<file path="src/ps2_frame_pkg.sv">
/*
 * PS/2 frame format definitions.
 * frame length, sample point and idle timeout in ticks,
 * and the received-frame struct passed to the register block.
 */

`default_nettype none

package ps2_frame_pkg;

	// ======================================================================
	// frame format
	// ======================================================================

	// start, eight data bits lsb first, odd parity, stop.
	localparam int ps2_frame_bits = 11;

	// ticks of low clock before the data line is taken.
	localparam int ps2_sample_low = 4;

	// ticks of unchanged clock level that end a partial frame.
	localparam int ps2_idle_ticks = 16;

	// ======================================================================
	// received frame
	// ======================================================================

	// result of one complete frame.
	typedef struct packed {
		logic [7:0] code;
		// odd parity over code and parity bit.
		logic       parity_ok;
		// start low and stop high.
		logic       stop_ok;
	} ps2_rx_frame_t;

endpackage

`default_nettype wire

</file>
<file path="src/ps2_csr_pkg.sv">
/*
 * CSR definitions for the PS/2 receiver.
 * bus struct, register offsets, and the status and control
 * register layouts.
 */

`default_nettype none

package ps2_csr_pkg;

	// ======================================================================
	// bus
	// ======================================================================

	// plain levels, no handshake.
	typedef struct packed {
		logic [13:0] addr;
		logic        we;
		logic [31:0] wdata;
	} ps2_csr_bus_t;

	// ======================================================================
	// register map
	// ======================================================================

	// decoded from addr[1:0].
	localparam logic [1:0] ps2_reg_data   = 2'd0;
	localparam logic [1:0] ps2_reg_status = 2'd1;
	localparam logic [1:0] ps2_reg_ctrl   = 2'd2;

	// status word, low 4 bits.
	// first member is the msb, so pending lands on bit 0.
	typedef struct packed {
		logic frame_err;  // bit 3.
		logic parity_err; // bit 2.
		logic overrun;    // bit 1.
		logic pending;    // bit 0.
	} ps2_status_t;

	// control word, bit 0.
	typedef struct packed {
		logic irq_en;
	} ps2_ctrl_t;

endpackage

`default_nettype wire

</file>
<file path="src/ps2_line_sampler.sv">
/*
 * PS/2 line sampler.
 * tick divider at 16 x 12.8 kHz, two-flop synchronizers for clock
 * and data, and the run counter of the filtered clock level.
 */

`timescale 1ns/1ps
`default_nettype none

module ps2_line_sampler #(
	parameter int clk_freq = 100000000
) (
	input  wire logic       sys_clk,
	input  wire logic       sys_rst,
	input  wire logic       ps2_clk,
	input  wire logic       ps2_data,
	output logic            tick,
	output logic            clk_level,
	output logic            data_s,
	output logic [4:0]      clk_run
);
	import ps2_frame_pkg::*;

	// ======================================================================
	// tick divider
	// ======================================================================

	// system clocks per tick.
	localparam int div_count = clk_freq / (16 * 12800);
	localparam int div_w = $clog2(div_count);

	logic [div_w-1:0] div_cnt;

	// counts down, reloads at zero.
	always_ff @(posedge sys_clk) begin
		if (sys_rst) begin
			div_cnt <= div_w'(div_count - 1);
		end else if (tick) begin
			div_cnt <= div_w'(div_count - 1);
		end else begin
			div_cnt <= div_cnt - 1'b1;
		end
	end

	assign tick = (div_cnt == '0);

	// ======================================================================
	// synchronizers
	// ======================================================================

	logic [1:0] clk_sync;
	logic [1:0] data_sync;

	// lines idle high.
	always_ff @(posedge sys_clk) begin
		if (sys_rst) begin
			clk_sync  <= 2'b11;
			data_sync <= 2'b11;
		end else begin
			clk_sync  <= {clk_sync[0], ps2_clk};
			data_sync <= {data_sync[0], ps2_data};
		end
	end

	assign data_s = data_sync[1];

	// ======================================================================
	// clock level tracking
	// ======================================================================

	// level seen at tick rate.
	// run restarts on a change, holds at the idle count.
	always_ff @(posedge sys_clk) begin
		if (sys_rst) begin
			clk_level <= 1'b1;
			clk_run   <= '0;
		end else if (tick) begin
			if (clk_level != clk_sync[1]) begin
				clk_level <= clk_sync[1];
				clk_run   <= '0;
			end else if (clk_run != 5'(ps2_idle_ticks)) begin
				clk_run <= clk_run + 1'b1;
			end
		end
	end

	// divider must reload to a nonzero count.
	a_tick_single: assert property (@(posedge sys_clk) disable iff (sys_rst)
		tick |=> !tick);

endmodule

`default_nettype wire

</file>
<file path="src/ps2_rx_frame.sv">
/*
 * PS/2 frame receiver.
 * shifts in eleven bits on the low-clock sample point,
 * checks parity and framing, drops partial frames on idle.
 */

`timescale 1ns/1ps
`default_nettype none

module ps2_rx_frame (
	input  wire logic                 sys_clk,
	input  wire logic                 sys_rst,
	input  wire logic                 tick,
	input  wire logic                 clk_level,
	input  wire logic [4:0]           clk_run,
	input  wire logic                 data_s,
	output ps2_frame_pkg::ps2_rx_frame_t frame,
	output logic                      frame_valid
);
	import ps2_frame_pkg::*;

	// ======================================================================
	// sample point and idle detection
	// ======================================================================

	logic sample;
	logic idle;
	logic last_bit;

	// clock low for the sample count.
	assign sample = tick && !clk_level && (clk_run == 5'(ps2_sample_low));

	// clock level unchanged too long.
	assign idle = tick && (clk_run == 5'(ps2_idle_ticks));

	// ======================================================================
	// shift register and bit counter
	// ======================================================================

	logic [ps2_frame_bits-1:0] shift_q;
	logic [3:0]                bit_cnt;

	assign last_bit = (bit_cnt == 4'(ps2_frame_bits - 1));

	// lsb first, so new bits enter at the top.
	always_ff @(posedge sys_clk) begin
		if (sample) begin
			shift_q <= {data_s, shift_q[ps2_frame_bits-1:1]};
		end
	end

	// counter wraps to zero after the stop bit.
	always_ff @(posedge sys_clk) begin
		if (sys_rst) begin
			bit_cnt <= '0;
		end else if (sample) begin
			if (last_bit) begin
				bit_cnt <= '0;
			end else begin
				bit_cnt <= bit_cnt + 1'b1;
			end
		end else if (idle) begin
			// partial frame dropped.
			bit_cnt <= '0;
		end
	end

	// strobe in the cycle after the stop bit is taken.
	always_ff @(posedge sys_clk) begin
		if (sys_rst) begin
			frame_valid <= 1'b0;
		end else begin
			frame_valid <= sample && last_bit;
		end
	end

	// ======================================================================
	// frame checks
	// ======================================================================

	// shift_q holds the whole frame while frame_valid is high.
	// bit 0 start, 8:1 code, 9 parity, 10 stop.
	assign frame.code      = shift_q[8:1];
	// odd count of ones over code and parity.
	assign frame.parity_ok = ^shift_q[9:1];
	assign frame.stop_ok   = shift_q[10] && !shift_q[0];

	// counter wraps before it can reach the frame length.
	a_bit_cnt_range: assert property (@(posedge sys_clk) disable iff (sys_rst)
		bit_cnt < 4'(ps2_frame_bits));

endmodule

`default_nettype wire

</file>
<file path="src/ps2_csr_regs.sv">
/*
 * PS/2 register block.
 * scan code, status flags and control, with CSR read mux,
 * write-one-to-clear status and the level irq.
 */

`timescale 1ns/1ps
`default_nettype none

module ps2_csr_regs #(
	parameter logic [3:0] csr_addr = 4'h0
) (
	input  wire logic                          sys_clk,
	input  wire logic                          sys_rst,
	input  wire ps2_csr_pkg::ps2_csr_bus_t     csr,
	input  wire ps2_frame_pkg::ps2_rx_frame_t  frame,
	input  wire logic                          frame_valid,
	output logic [31:0]                        csr_do,
	output logic                               irq
);
	import ps2_csr_pkg::*;

	// ======================================================================
	// decode
	// ======================================================================

	logic selected;
	logic wr;
	logic frame_good;

	assign selected = (csr.addr[13:10] == csr_addr);
	assign wr = selected && csr.we;
	assign frame_good = frame.parity_ok && frame.stop_ok;

	// ======================================================================
	// registers
	// ======================================================================

	logic [7:0]  data_q;
	ps2_status_t status_q;
	ps2_status_t status_n;
	ps2_ctrl_t   ctrl_q;

	// clear first, then frame events.
	// a flag set by a frame wins over a clear in the same cycle.
	always_comb begin
		status_n = status_q;
		if (wr && (csr.addr[1:0] == ps2_reg_status)) begin
			status_n = ps2_status_t'(status_q & ~csr.wdata[3:0]);
		end
		if (frame_valid) begin
			if (frame_good) begin
				// unread code about to be replaced.
				status_n.overrun = status_n.overrun | status_n.pending;
				status_n.pending = 1'b1;
			end else begin
				status_n.parity_err = status_n.parity_err | !frame.parity_ok;
				status_n.frame_err  = status_n.frame_err | !frame.stop_ok;
			end
		end
	end

	always_ff @(posedge sys_clk) begin
		if (sys_rst) begin
			data_q   <= '0;
			status_q <= '0;
			ctrl_q   <= '0;
		end else begin
			status_q <= status_n;
			// bad frames leave the code alone.
			if (frame_valid && frame_good) begin
				data_q <= frame.code;
			end
			if (wr && (csr.addr[1:0] == ps2_reg_ctrl)) begin
				ctrl_q.irq_en <= csr.wdata[0];
			end
		end
	end

	// ======================================================================
	// read mux
	// ======================================================================

	// zero when not selected, offset 3 reads zero.
	always_ff @(posedge sys_clk) begin
		if (sys_rst) begin
			csr_do <= '0;
		end else if (!selected) begin
			csr_do <= '0;
		end else begin
			case (csr.addr[1:0])
				ps2_reg_data:   csr_do <= {24'd0, data_q};
				ps2_reg_status: csr_do <= {28'd0, status_q};
				ps2_reg_ctrl:   csr_do <= {31'd0, ctrl_q};
				default:        csr_do <= '0;
			endcase
		end
	end

	// level irq.
	assign irq = status_q.pending && ctrl_q.irq_en;

	a_irq_pending: assert property (@(posedge sys_clk) disable iff (sys_rst)
		irq |-> status_q.pending);

endmodule

`default_nettype wire

</file>
<file path="src/ps2_ctrl.sv">
/*
 * PS/2 keyboard receiver, top level.
 * line sampler, frame receiver and register block.
 */

`timescale 1ns/1ps
`default_nettype none

module ps2_ctrl #(
	parameter int         clk_freq = 100000000,
	parameter logic [3:0] csr_addr = 4'h0
) (
	input  wire logic                      sys_clk,
	input  wire logic                      sys_rst,
	input  wire ps2_csr_pkg::ps2_csr_bus_t csr,
	output logic [31:0]                    csr_do,
	output logic                           irq,
	input  wire logic                      ps2_clk,
	input  wire logic                      ps2_data
);
	import ps2_frame_pkg::*;

	// sampler to receiver.
	logic          tick;
	logic          clk_level;
	logic [4:0]    clk_run;
	logic          data_s;

	// receiver to registers.
	ps2_rx_frame_t frame;
	logic          frame_valid;

	ps2_line_sampler #(
		.clk_freq (clk_freq)
	) u_sampler (
		.sys_clk   (sys_clk),
		.sys_rst   (sys_rst),
		.ps2_clk   (ps2_clk),
		.ps2_data  (ps2_data),
		.tick      (tick),
		.clk_level (clk_level),
		.data_s    (data_s),
		.clk_run   (clk_run)
	);

	ps2_rx_frame u_rx_frame (
		.sys_clk     (sys_clk),
		.sys_rst     (sys_rst),
		.tick        (tick),
		.clk_level   (clk_level),
		.clk_run     (clk_run),
		.data_s      (data_s),
		.frame       (frame),
		.frame_valid (frame_valid)
	);

	ps2_csr_regs #(
		.csr_addr (csr_addr)
	) u_csr_regs (
		.sys_clk     (sys_clk),
		.sys_rst     (sys_rst),
		.csr         (csr),
		.frame       (frame),
		.frame_valid (frame_valid),
		.csr_do      (csr_do),
		.irq         (irq)
	);

endmodule

`default_nettype wire

</file>
<file path="config.mk">
export PLATFORM = sky130hd
export DESIGN_NAME = ps2_ctrl
export DESIGN_NICKNAME = d
export VERILOG_FILES = /design/src/ps2_frame_pkg.sv /design/src/ps2_csr_pkg.sv /design/src/ps2_line_sampler.sv /design/src/ps2_rx_frame.sv /design/src/ps2_csr_regs.sv /design/src/ps2_ctrl.sv
export SDC_FILE = /design/constraint.sdc
export NUM_CORES = 1
export LEC_CHECK = 0
export BUFFER_PORTS_ARGS = -buffer_cell sky130_fd_sc_hd__buf_4
export CORE_UTILIZATION = 42
export CTS_CLUSTER_SIZE = 8
export DETAILED_ROUTE_END_ITERATION = 10
export PLACE_DENSITY = 0.77
export SYNTH_ARGS = -nofsm -noshare
export SYNTH_HDL_FRONTEND = slang
export SYNTH_SLANG_ARGS = --single-unit
</file>
<file path="constraint.sdc">
create_clock -name sys_clk -period 2.12 [get_ports sys_clk]
set_clock_uncertainty 0.1 [all_clocks]
set_input_delay 0.106 -clock sys_clk [delete_from_list [all_inputs] [get_ports sys_clk]]
set_output_delay 0.106 -clock sys_clk [all_outputs]
set_load 0.01 [all_outputs]
</file>
Word level (Yosys, flattened, before mapping)

Index checks and enable logic that the tools add are counted.

Word-level logic and storage cells: 66
Register bits after elaboration: 80
Output and inout port bits: 33
Bits of input ports: 51

Bitwise logic cells: 6
Eq/ne operators: 7
Reduce and logical (&&, ||, !) cells: 25
$add $sub $neg: 3
Muxes and demuxes: 10

Operator list:

| kind                | number |
|---|---|
| $pmux 8 s3          | 1 |
| $mux 4              | 5 |
| $logic_and 1x1->1   | 11 |
| $mux 5              | 2 |
| $logic_not 9->1     | 1 |
| $reduce_xor 9->1    | 1 |
| $sub 9x1->9 const B | 1 |
| $add 5x1->5 const B | 1 |
| $eq 5x3->1 const B  | 1 |
| $eq 5x5->1 const B  | 1 |
| $ne 5x5->1 const B  | 1 |
| $add 4x1->4 const B | 1 |
| $and 4x4->4         | 1 |
| $eq 4x4->1 const B  | 1 |
| $logic_not 1->1     | 4 |
| $logic_not 4->1     | 1 |
| $mux 2              | 2 |
| $not 4->4           | 1 |
| $reduce_and 2->1    | 2 |
| $reduce_bool 2->1   | 2 |
| $reduce_or 2->1     | 2 |
| $or 1x1->1          | 3 |
| $eq 2x1->1 const B  | 1 |
| $eq 2x2->1 const B  | 1 |
| other kinds (3)     | 3 |

Longest topological paths before layout

Gate-level depths: netlist of run 1.

Word-level depth: 7
Gate-level depth with buffers: 7
Depth with buffers taken out: 6

By module

From an unflattened synthesis of run 1, not the netlist that was laid out.

Cell total of the unflattened synthesis: 269
Area total of the unflattened synthesis: 2632.5 sq um

Modules (own cells, without submodules):

| module           | instances | sequential area each (sq um) | area each (sq um) | cells each |
|---|---|---|---|---|
| ps2_csr_regs     | 1         | 420.4                        | 1024.7            | 115 |
| ps2_line_sampler | 1         | 380.4                        | 854.6             | 93 |
| ps2_rx_frame     | 1         | 430.4                        | 753.2             | 61 |

Least setup slack after synthesis of run 1

No wires, ideal clock.

Path kind: register -> register
From: reg u_sampler.div_cnt[0]
To: reg u_rx_frame.shift_q[0] (enable)
Required time: 1.642 ns
Arrival: 1.576 ns
Period minus slack after synthesis: 2.054 ns
Path buffers: 1
Stages on the path, launching flop included: 7
Slack: 0.066 ns
Setup time: 0.378 ns
Cells stage by stage: dfxtp_1 inv_1 ha_1 nor4b_4 nand2_2 buf_6 nor2_1

Word-level cells in the longest chain between the ends: 3

Ends and longest elaborated chain:

| what                           | RTL line               | source |
|---|---|---|
| start, declared                | ps2_line_sampler.sv:32 | `logic [div_w-1:0] div_cnt;` |
| start signal, assigned         | ps2_line_sampler.sv:37 | `div_cnt <= div_w'(div_count - 1);` |
| start signal, assigned         | ps2_line_sampler.sv:39 | `div_cnt <= div_w'(div_count - 1);` |
| start signal, assigned         | ps2_line_sampler.sv:41 | `div_cnt <= div_cnt - 1'b1;` |
| $logic_not 9->1                | ps2_line_sampler.sv:45 | `assign tick = (div_cnt == '0);` |
| $logic_and 1x1->1 (2 in a row) | ps2_rx_frame.sv:31     | `assign sample = tick && !clk_level && (clk_run == 5'(ps2_sample_low));` |
| named net u_rx_frame.sample    | ps2_rx_frame.sv:26     | `logic sample;` |
| end signal, assigned           | ps2_rx_frame.sv:48     | `shift_q <= {data_s, shift_q[ps2_frame_bits-1:1]};` |
| end, declared                  | ps2_rx_frame.sv:40     | `logic [ps2_frame_bits-1:0] shift_q;` |

The timed path passes the listed nets, and every way through them passes these cells.
A chain may end at the register's enable or synchronous reset.

Worst setup path in the final report of run 1

From: reg u_sampler.div_cnt[0]
To: reg u_sampler.clk_run[3]

Word-level cells in the longest chain between the ends: 2

Ends and longest elaborated chain:

| what                              | RTL line               | source |
|---|---|---|
| $logic_not 9->1                   | ps2_line_sampler.sv:45 |  |
| $reduce_and 2->1 (no source line) | -                      |  |
| end signal, assigned              | ps2_line_sampler.sv:82 | `clk_run <= clk_run + 1'b1;` |
| end, declared                     | ps2_line_sampler.sv:20 | `output logic [4:0] clk_run` |

Every way passes these cells.

==> results.ini, run 1 <==
[global_route]
grt_use_met3_pct=4.67
grt_use_total_pct=14.5
grt_max_degree=33
grt_antenna_before_repair=0
grt.busiest_layer=met2
gr-usage-met2_pct=26.6
grt_pass1_vias=1751
grtUsageMet1_pct=15.4
grt.overflow.total=0
grt_pass1_wl_um=7350

[power]
ir_drop_v=0.000429
cellLeakagePower_nw=1.14
power.density_nw_per_um2=602
power_mw=1.78

[clocking]
cts_sinks=56
cts_tree=done
clock_latency_ns=0.31
cts_made_buffers=5
htreeDepth=2
clock_path_buffers=2
cts_root_buf=clkbuf_8
clkTransAtPathRegs_ns=0.10

[worst_setup_path]
crit_arrival_ns=2.10
timing.rr.start=u_sampler.div_cnt[0]$_SDFF_PP1_
worstSetupPathType=register to register
cp-end-kind=register
r2r_end=u_sampler.clk_run[3]$_SDFFE_PP0P_
start_kind=register
worstRegToRegCells=7
startpoint=u_sampler.div_cnt[0]$_SDFF_PP1_
critPathCapture=u_sampler.clk_run[3]$_SDFFE_PP0P_
critPathMaxFanout=13
critPathRequiredTime_ns=2.27
rrSetupSlack_ns=0.17

[layout]
fin_util_pct=49.4
drive_gt1_share_pct=17.8
syn2layout_area_growth_pct=11.6
nets=341
antenna_cells=0
design_area_um2=2960
fin_cells=361

[route]
final_antenna_net_count=0
via_per_inst=4.95
vias=1787
drtPass1Iterations=4
drt_iter0_drc=45
wirelength_um=4260
drcViolationCount=0
wl_per_cell_um=11.8

[sta]
period_minus_slack_ns=1.95
slew_viol_final=0
worst_slew_pin_slew_ns=0.667
tns_ns=0
max_freq_mhz=513
rsz0062_at_grt=no
hold_violations=0
hold_ws_ns=0.00859
setup_viol=0
finalCritPeriodShare_pct=92.0
setup_ws_ns=0.169
slew_headroom_pct=55.4

[run]
maxCapViolCount=0

[floorplanning]
initial_core_util_pct=44.3
die_h_um=81.5
io-pin-count=84
coreArea_um2=5990
die_w_um=81.5
rows=28
dieArea_um2=6640

[place]
place_ws_ns=0.101
dp_cells=347
portBuffers=23
dpl_cell_area_um2=2790
dp_hpwl_um=3030
place_congestion=0.755

[yosys]
async_reset_ff_share_pct=0
syn_area_um2=2650
synth.avg_cell_area_um2=10.3
yosys_warnings=0
syn_inst=257
synth_edf_count=11
yosysUniqueCellTypes=51
synth_flop_cell=dfxtp_1
ys_seq_area_share_pct=46.4
ys_ff_latch=56

[hold_path]
hold_class=input pin to register
hold-path-cell-count=3

[outcome]
outcome=finished, final reports clean

## timing repair
item                                   CTS  global route
setup endpoints to repair                0             5
endpoints found under the hold margin    4             0
hold buffers                             5             0
setup buffers                            0             1
gates resized for setup                  0             3
## synth_stat cells, types with 2 or more instances
cell type,n,area share [%]
dfxtp_1,45,34
buf_4,24,6.8
nand2b_1,21,5.0
mux2i_1,14,5.3
nand2_1,14,2.0
nor2_1,12,1.7
edfxtp_1,11,12
inv_1,8,1.1
a21oi_1,7,1.3
clkbuf_1,7,0.99
nand3b_1,7,2.0
nor2b_1,6,1.4
xnor2_1,6,2.0
and2_1,5,1.2
ha_1,5,2.4
nand3_1,5,0.94
o21ai_0,5,0.94
or2_2,5,1.2
nand4_1,4,0.94
or4_1,4,1.1
or3_1,3,0.71
a2111oi_0,2,0.66
a21o_1,2,0.57
buf_6,2,0.85
nor3b_1,2,0.57
nor4_1,2,0.47
nor4_4,2,1.6
o22ai_1,2,0.47
or3b_2,2,0.66
xor2_1,2,0.66
## cells by family (layout without fill, tap and decap cells)
logic type,Yosys count,after routing,synth area share [%]
AOI/OAI and AO/OA,29,29,7.31
xor gates and xnor gates,10,10,4.43
buffers and inverters,41,47,9.76
muxes,15,15,5.85
DFF,56,56,46.4
other,1,24,0.141
and+or+nand+nor,100,100,23.7
adders and majority gates,5,5,2.36
## final cells by class
cell class	count	area, µm²
inverter	8	30.0
clock inverter	2	16.3
sequential	56	1230
tap	75	93.8
clock buffer	6	72.6
timing repair buffer	31	245
fill	555	3030
multi-input combinational	183	1270
## sequential cells by signal, indices dropped and copies added, names as in the netlist
register	count
u_rx_frame.shift_q	11
u_sampler.clk_level	1
u_csr_regs.ctrl_q	1
u_sampler.clk_sync	2
u_sampler.div_cnt	9
u_csr_regs.data_q	8
u_rx_frame.frame_valid	1
u_csr_regs.status_q	4
u_csr_regs.csr_do	8
u_sampler.data_sync	2
u_sampler.clk_run	5
u_rx_frame.bit_cnt	4
## worst max-delay path, stage by stage (launching register included)
cell     delay (ns)
dfxtp_1        0.34
inv_1          0.06
ha_1           0.22
nor4b_4        0.21
buf_4          0.18
nand2_4        0.11
or4_1          0.53
a21oi_1        0.16
## worst min path at each step
stage,from,to
finish,csr[33],u_csr_regs.csr_do[1]$_SDFF_PP0_
global route,csr[34],u_csr_regs.csr_do[2]$_SDFF_PP0_
CTS,csr[33],u_csr_regs.csr_do[1]$_SDFF_PP0_
detailed placement,ps2_clk,u_sampler.clk_sync[0]$_SDFF_PP1_
global placement,ps2_clk,u_sampler.clk_sync[0]$_SDFF_PP1_
floorplan,ps2_clk,u_sampler.clk_sync[0]$_SDFF_PP1_
## placed cells by master, fill, tap and decap left out, types with 7 or more instances in the layout
master,n
dfxtp_1,45
mux2i_1,14
a21oi_1,7
nand3b_1,7
nor2_1,12
conb_1,24
buf_4,26
nand2_1,14
edfxtp_1,11
nand2b_1,21
inv_1,8
## layer usage
metal | vias to the layer above | share of wire (%)
met5 | - | 0
li1 | 897 | -
met4 | 0 | 0.63
met3 | 2 | 4.8
met2 | 38 | 50
met1 | 850 | 44
## report_power, final
part,internal (mW),total [mW],switching (mW)
Sequential,1.09,1.10,0.00642
Combinational,0.0428,0.0989,0.0561
Clock,0.236,0.588,0.352
(Power assumes the default switching activity.)
==> run 2: changes to the inputs <==
- ABC_AREA: unset -> 1
- PLACE_DENSITY: 0.77 -> 0.78
==> results.ini, run 2 <==
[outcome]
outcome=finished, final reports clean

[floorplanning]
die_h_um=80.8
coreArea_um2=5960
initial_core_util_pct=43.7
die_w_um=80.8
rows=28
dieArea_um2=6520
io-pin-count=84

[yosys]
synthSimpleGateAreaFrac_pct=26.9
synth_common_cells=nand2_1, inv_1, dfxtp_1
synth_xor_area_share_pct=1.68
synth_edf_count=11
synth-compound-area-share_pct=5.91
synth_fa_ha_area_share_pct=2.40
synth_top_family_by_area=simple AND/OR/NAND/NOR gates
yosysUniqueCellTypes=30
synth.top_cell.area_share_pct=34.6
yosys.area.top_type=dfxtp_1
yosys_warnings=0
syn_area_um2=2600
syn_inst=330
muxShareOfSynthArea_pct=0
synth_flop_cell=dfxtp_1
ys_seq_area_share_pct=47.3
async_reset_ff_share_pct=0
synth.most_common_cell=nand2_1
ys_ff_latch=56
synth.avg_cell_area_um2=7.89
synth_area_leaders=dfxtp_1, edfxtp_1, nand2_1, inv_1, buf_4

[worst_setup_path]
start_kind=register
worstSetupPathType=register to register
timing.rr.start=u_sampler.div_cnt[0]$_SDFF_PP1_
cp-end-kind=register
rrSetupSlack_ns=0.24
critPathRequiredTime_ns=2.25
worstRegToRegCells=7
critPathMaxFanout=12
r2r_end=u_rx_frame.bit_cnt[2]$_SDFFE_PP0P_
crit_arrival_ns=2.01

[clocking]
post_cts_buffers=0
cts_root_buf=clkbuf_8
htreeDepth=2
cts_sinks=56
cts_tree=done
clock_path_buffers=2
clock_latency_ns=0.30
cts_made_buffers=5
clkTransAtPathRegs_ns=0.10

[route]
vias=2013
via_per_inst=4.58
drt_iter0_drc=103
wl_per_cell_um=10.1
drtPass1Iterations=4
wirelength_um=4440
final_antenna_net_count=0
drcViolationCount=0

[layout]
fin_cells=440
largest_reg_flops=11
drive_gt1_share_pct=13.7
layout_common_cells=nand2_1, inv_1, dfxtp_1, nor2_1
design_area_um2=2960
regMostFlops=u_rx_frame.shift_q
layout_commonest_cell=nand2_1
reg_top3=u_rx_frame.shift_q: 11 flops, u_sampler.div_cnt: 9 flops
syn2layout_area_growth_pct=13.6
antenna_cells=0
nets=420

[sta]
slew_viol_final=0
period_minus_slack_ns=1.88
max_freq_mhz=531
tns_ns=0
worst_slew_pin_slew_ns=0.545
finalCritPeriodShare_pct=88.9
slew_headroom_pct=63.6
rsz0062_at_grt=no
hold_violations=0
setup_viol=0
setup_ws_ns=0.236

[hold_path]
hold_class=input pin to register
min_to=u_csr_regs.status_q[1]$_SDFF_PP0_
hold-path-cell-count=4
min_from=csr[1]

[place]
dp_hpwl_um=3260
portBuffers=23
dpl_cell_area_um2=2780
dp_cells=426
place_congestion=0.793
place_ws_ns=0.236

[global_route]
grt_max_degree=18
grt_use_total_pct=14.7
grt_antenna_before_repair=0
grt.overflow.total=0
grt_pass1_vias=1888
grt_pass1_wl_um=7530

[power]
power.switching_mw=0.392
p_int_mw=1.50
p_seq_share_pct=57.6
clkPwrFrac_pct=37.4
swShare_pct=20.7
cellLeakagePower_nw=1.35
combPwrFrac_pct=5.0
ir_drop_v=0.000549
power.density_nw_per_um2=641

[run]
maxCapViolCount=0

-- run 2: power by group through the flow --
stage	registers, mW	clock network [mW]	logic (mW)
final	1.09	0.709	0.0946
after global routing	1.09	0.776	0.107
after CTS	1.09	0.729	0.0936
after detailed placement	1.12	0	0.0846
after global placement	1.12	0	0.0836
after floorplan	1.12	0	0.0865
-- run 2: how the worst max path moves through the flow --
| stage | end | slack (ns) | from |
|---|---|---|---|
| after floorplan | u_rx_frame.shift_q[0]$_DFFE_PP_ | 0.46 | u_sampler.div_cnt[0]$_SDFF_PP1_ |
| after global placement | u_rx_frame.shift_q[5]$_DFFE_PP_ | 0.31 | u_sampler.div_cnt[0]$_SDFF_PP1_ |
| after detailed placement | u_rx_frame.bit_cnt[2]$_SDFFE_PP0P_ | 0.24 | u_sampler.div_cnt[0]$_SDFF_PP1_ |
| after CTS | u_rx_frame.bit_cnt[2]$_SDFFE_PP0P_ | 0.23 | u_sampler.div_cnt[0]$_SDFF_PP1_ |
| after global routing | u_rx_frame.bit_cnt[2]$_SDFFE_PP0P_ | 0.1 | u_sampler.div_cnt[0]$_SDFF_PP1_ |
| final | u_rx_frame.bit_cnt[2]$_SDFFE_PP0P_ | 0.24 | u_sampler.div_cnt[0]$_SDFF_PP1_ |
-- run 2: per-stage QoR --
stage                     power (mW)  hold slack [ns]  utilization (%)
after floorplan                 1.20            0.110                -
after global placement          1.20            0.192             46.6
after detailed placement        1.20            0.195             46.6
after CTS                       1.92          0.00294             49.7
after global routing            1.98           0.0106             49.7
final                           1.90          0.00751             49.7
-- run 2: per-layer routing --
metal | part of all wire (%) | global-route usage [%] | up-vias
met1 | 47 | 16.8 | 927
met5 | 0 | 0 | -
met2 | 50 | 26.7 | 32
li1 | - | - | 1047
met4 | 0.81 | 3.75 | 0
met3 | 3.0 | 4.27 | 7
-- run 2: repair_timing --
item                                    CTS  global route
resized for setup                         0             0
endpoints found under the hold margin     9             0
endpoints found under the setup margin    0             0
hold buffers                              6             0
-- run 2: area by class of cell --
type                       count  area (µm²)
timing repair buffer          30         240
tap                           75        93.8
fill                         579        3000
inverter                      59         221
multi-input combinational    212        1050
sequential                    56        1230
clock buffer                   8         123
-- run 2: worst max-delay path, cell delays in order (launching register included) --
cell,delay (ns)
dfxtp_1,0.32
inv_1,0.09
ha_1,0.21
nand2_2,0.11
nor3_4,0.31
and2_2,0.38
nand2_1,0.12
o22ai_1,0.16
-- run 2: kinds of logic after synthesis --
| kind of cell | Yosys count |
|---|---|
| flops | 56 |
| fa+ha+maj | 5 |
| simple gates | 151 |
| buf+inv | 85 |
| compound gates | 27 |
| other cells | 1 |
| xor+xnor | 5 |
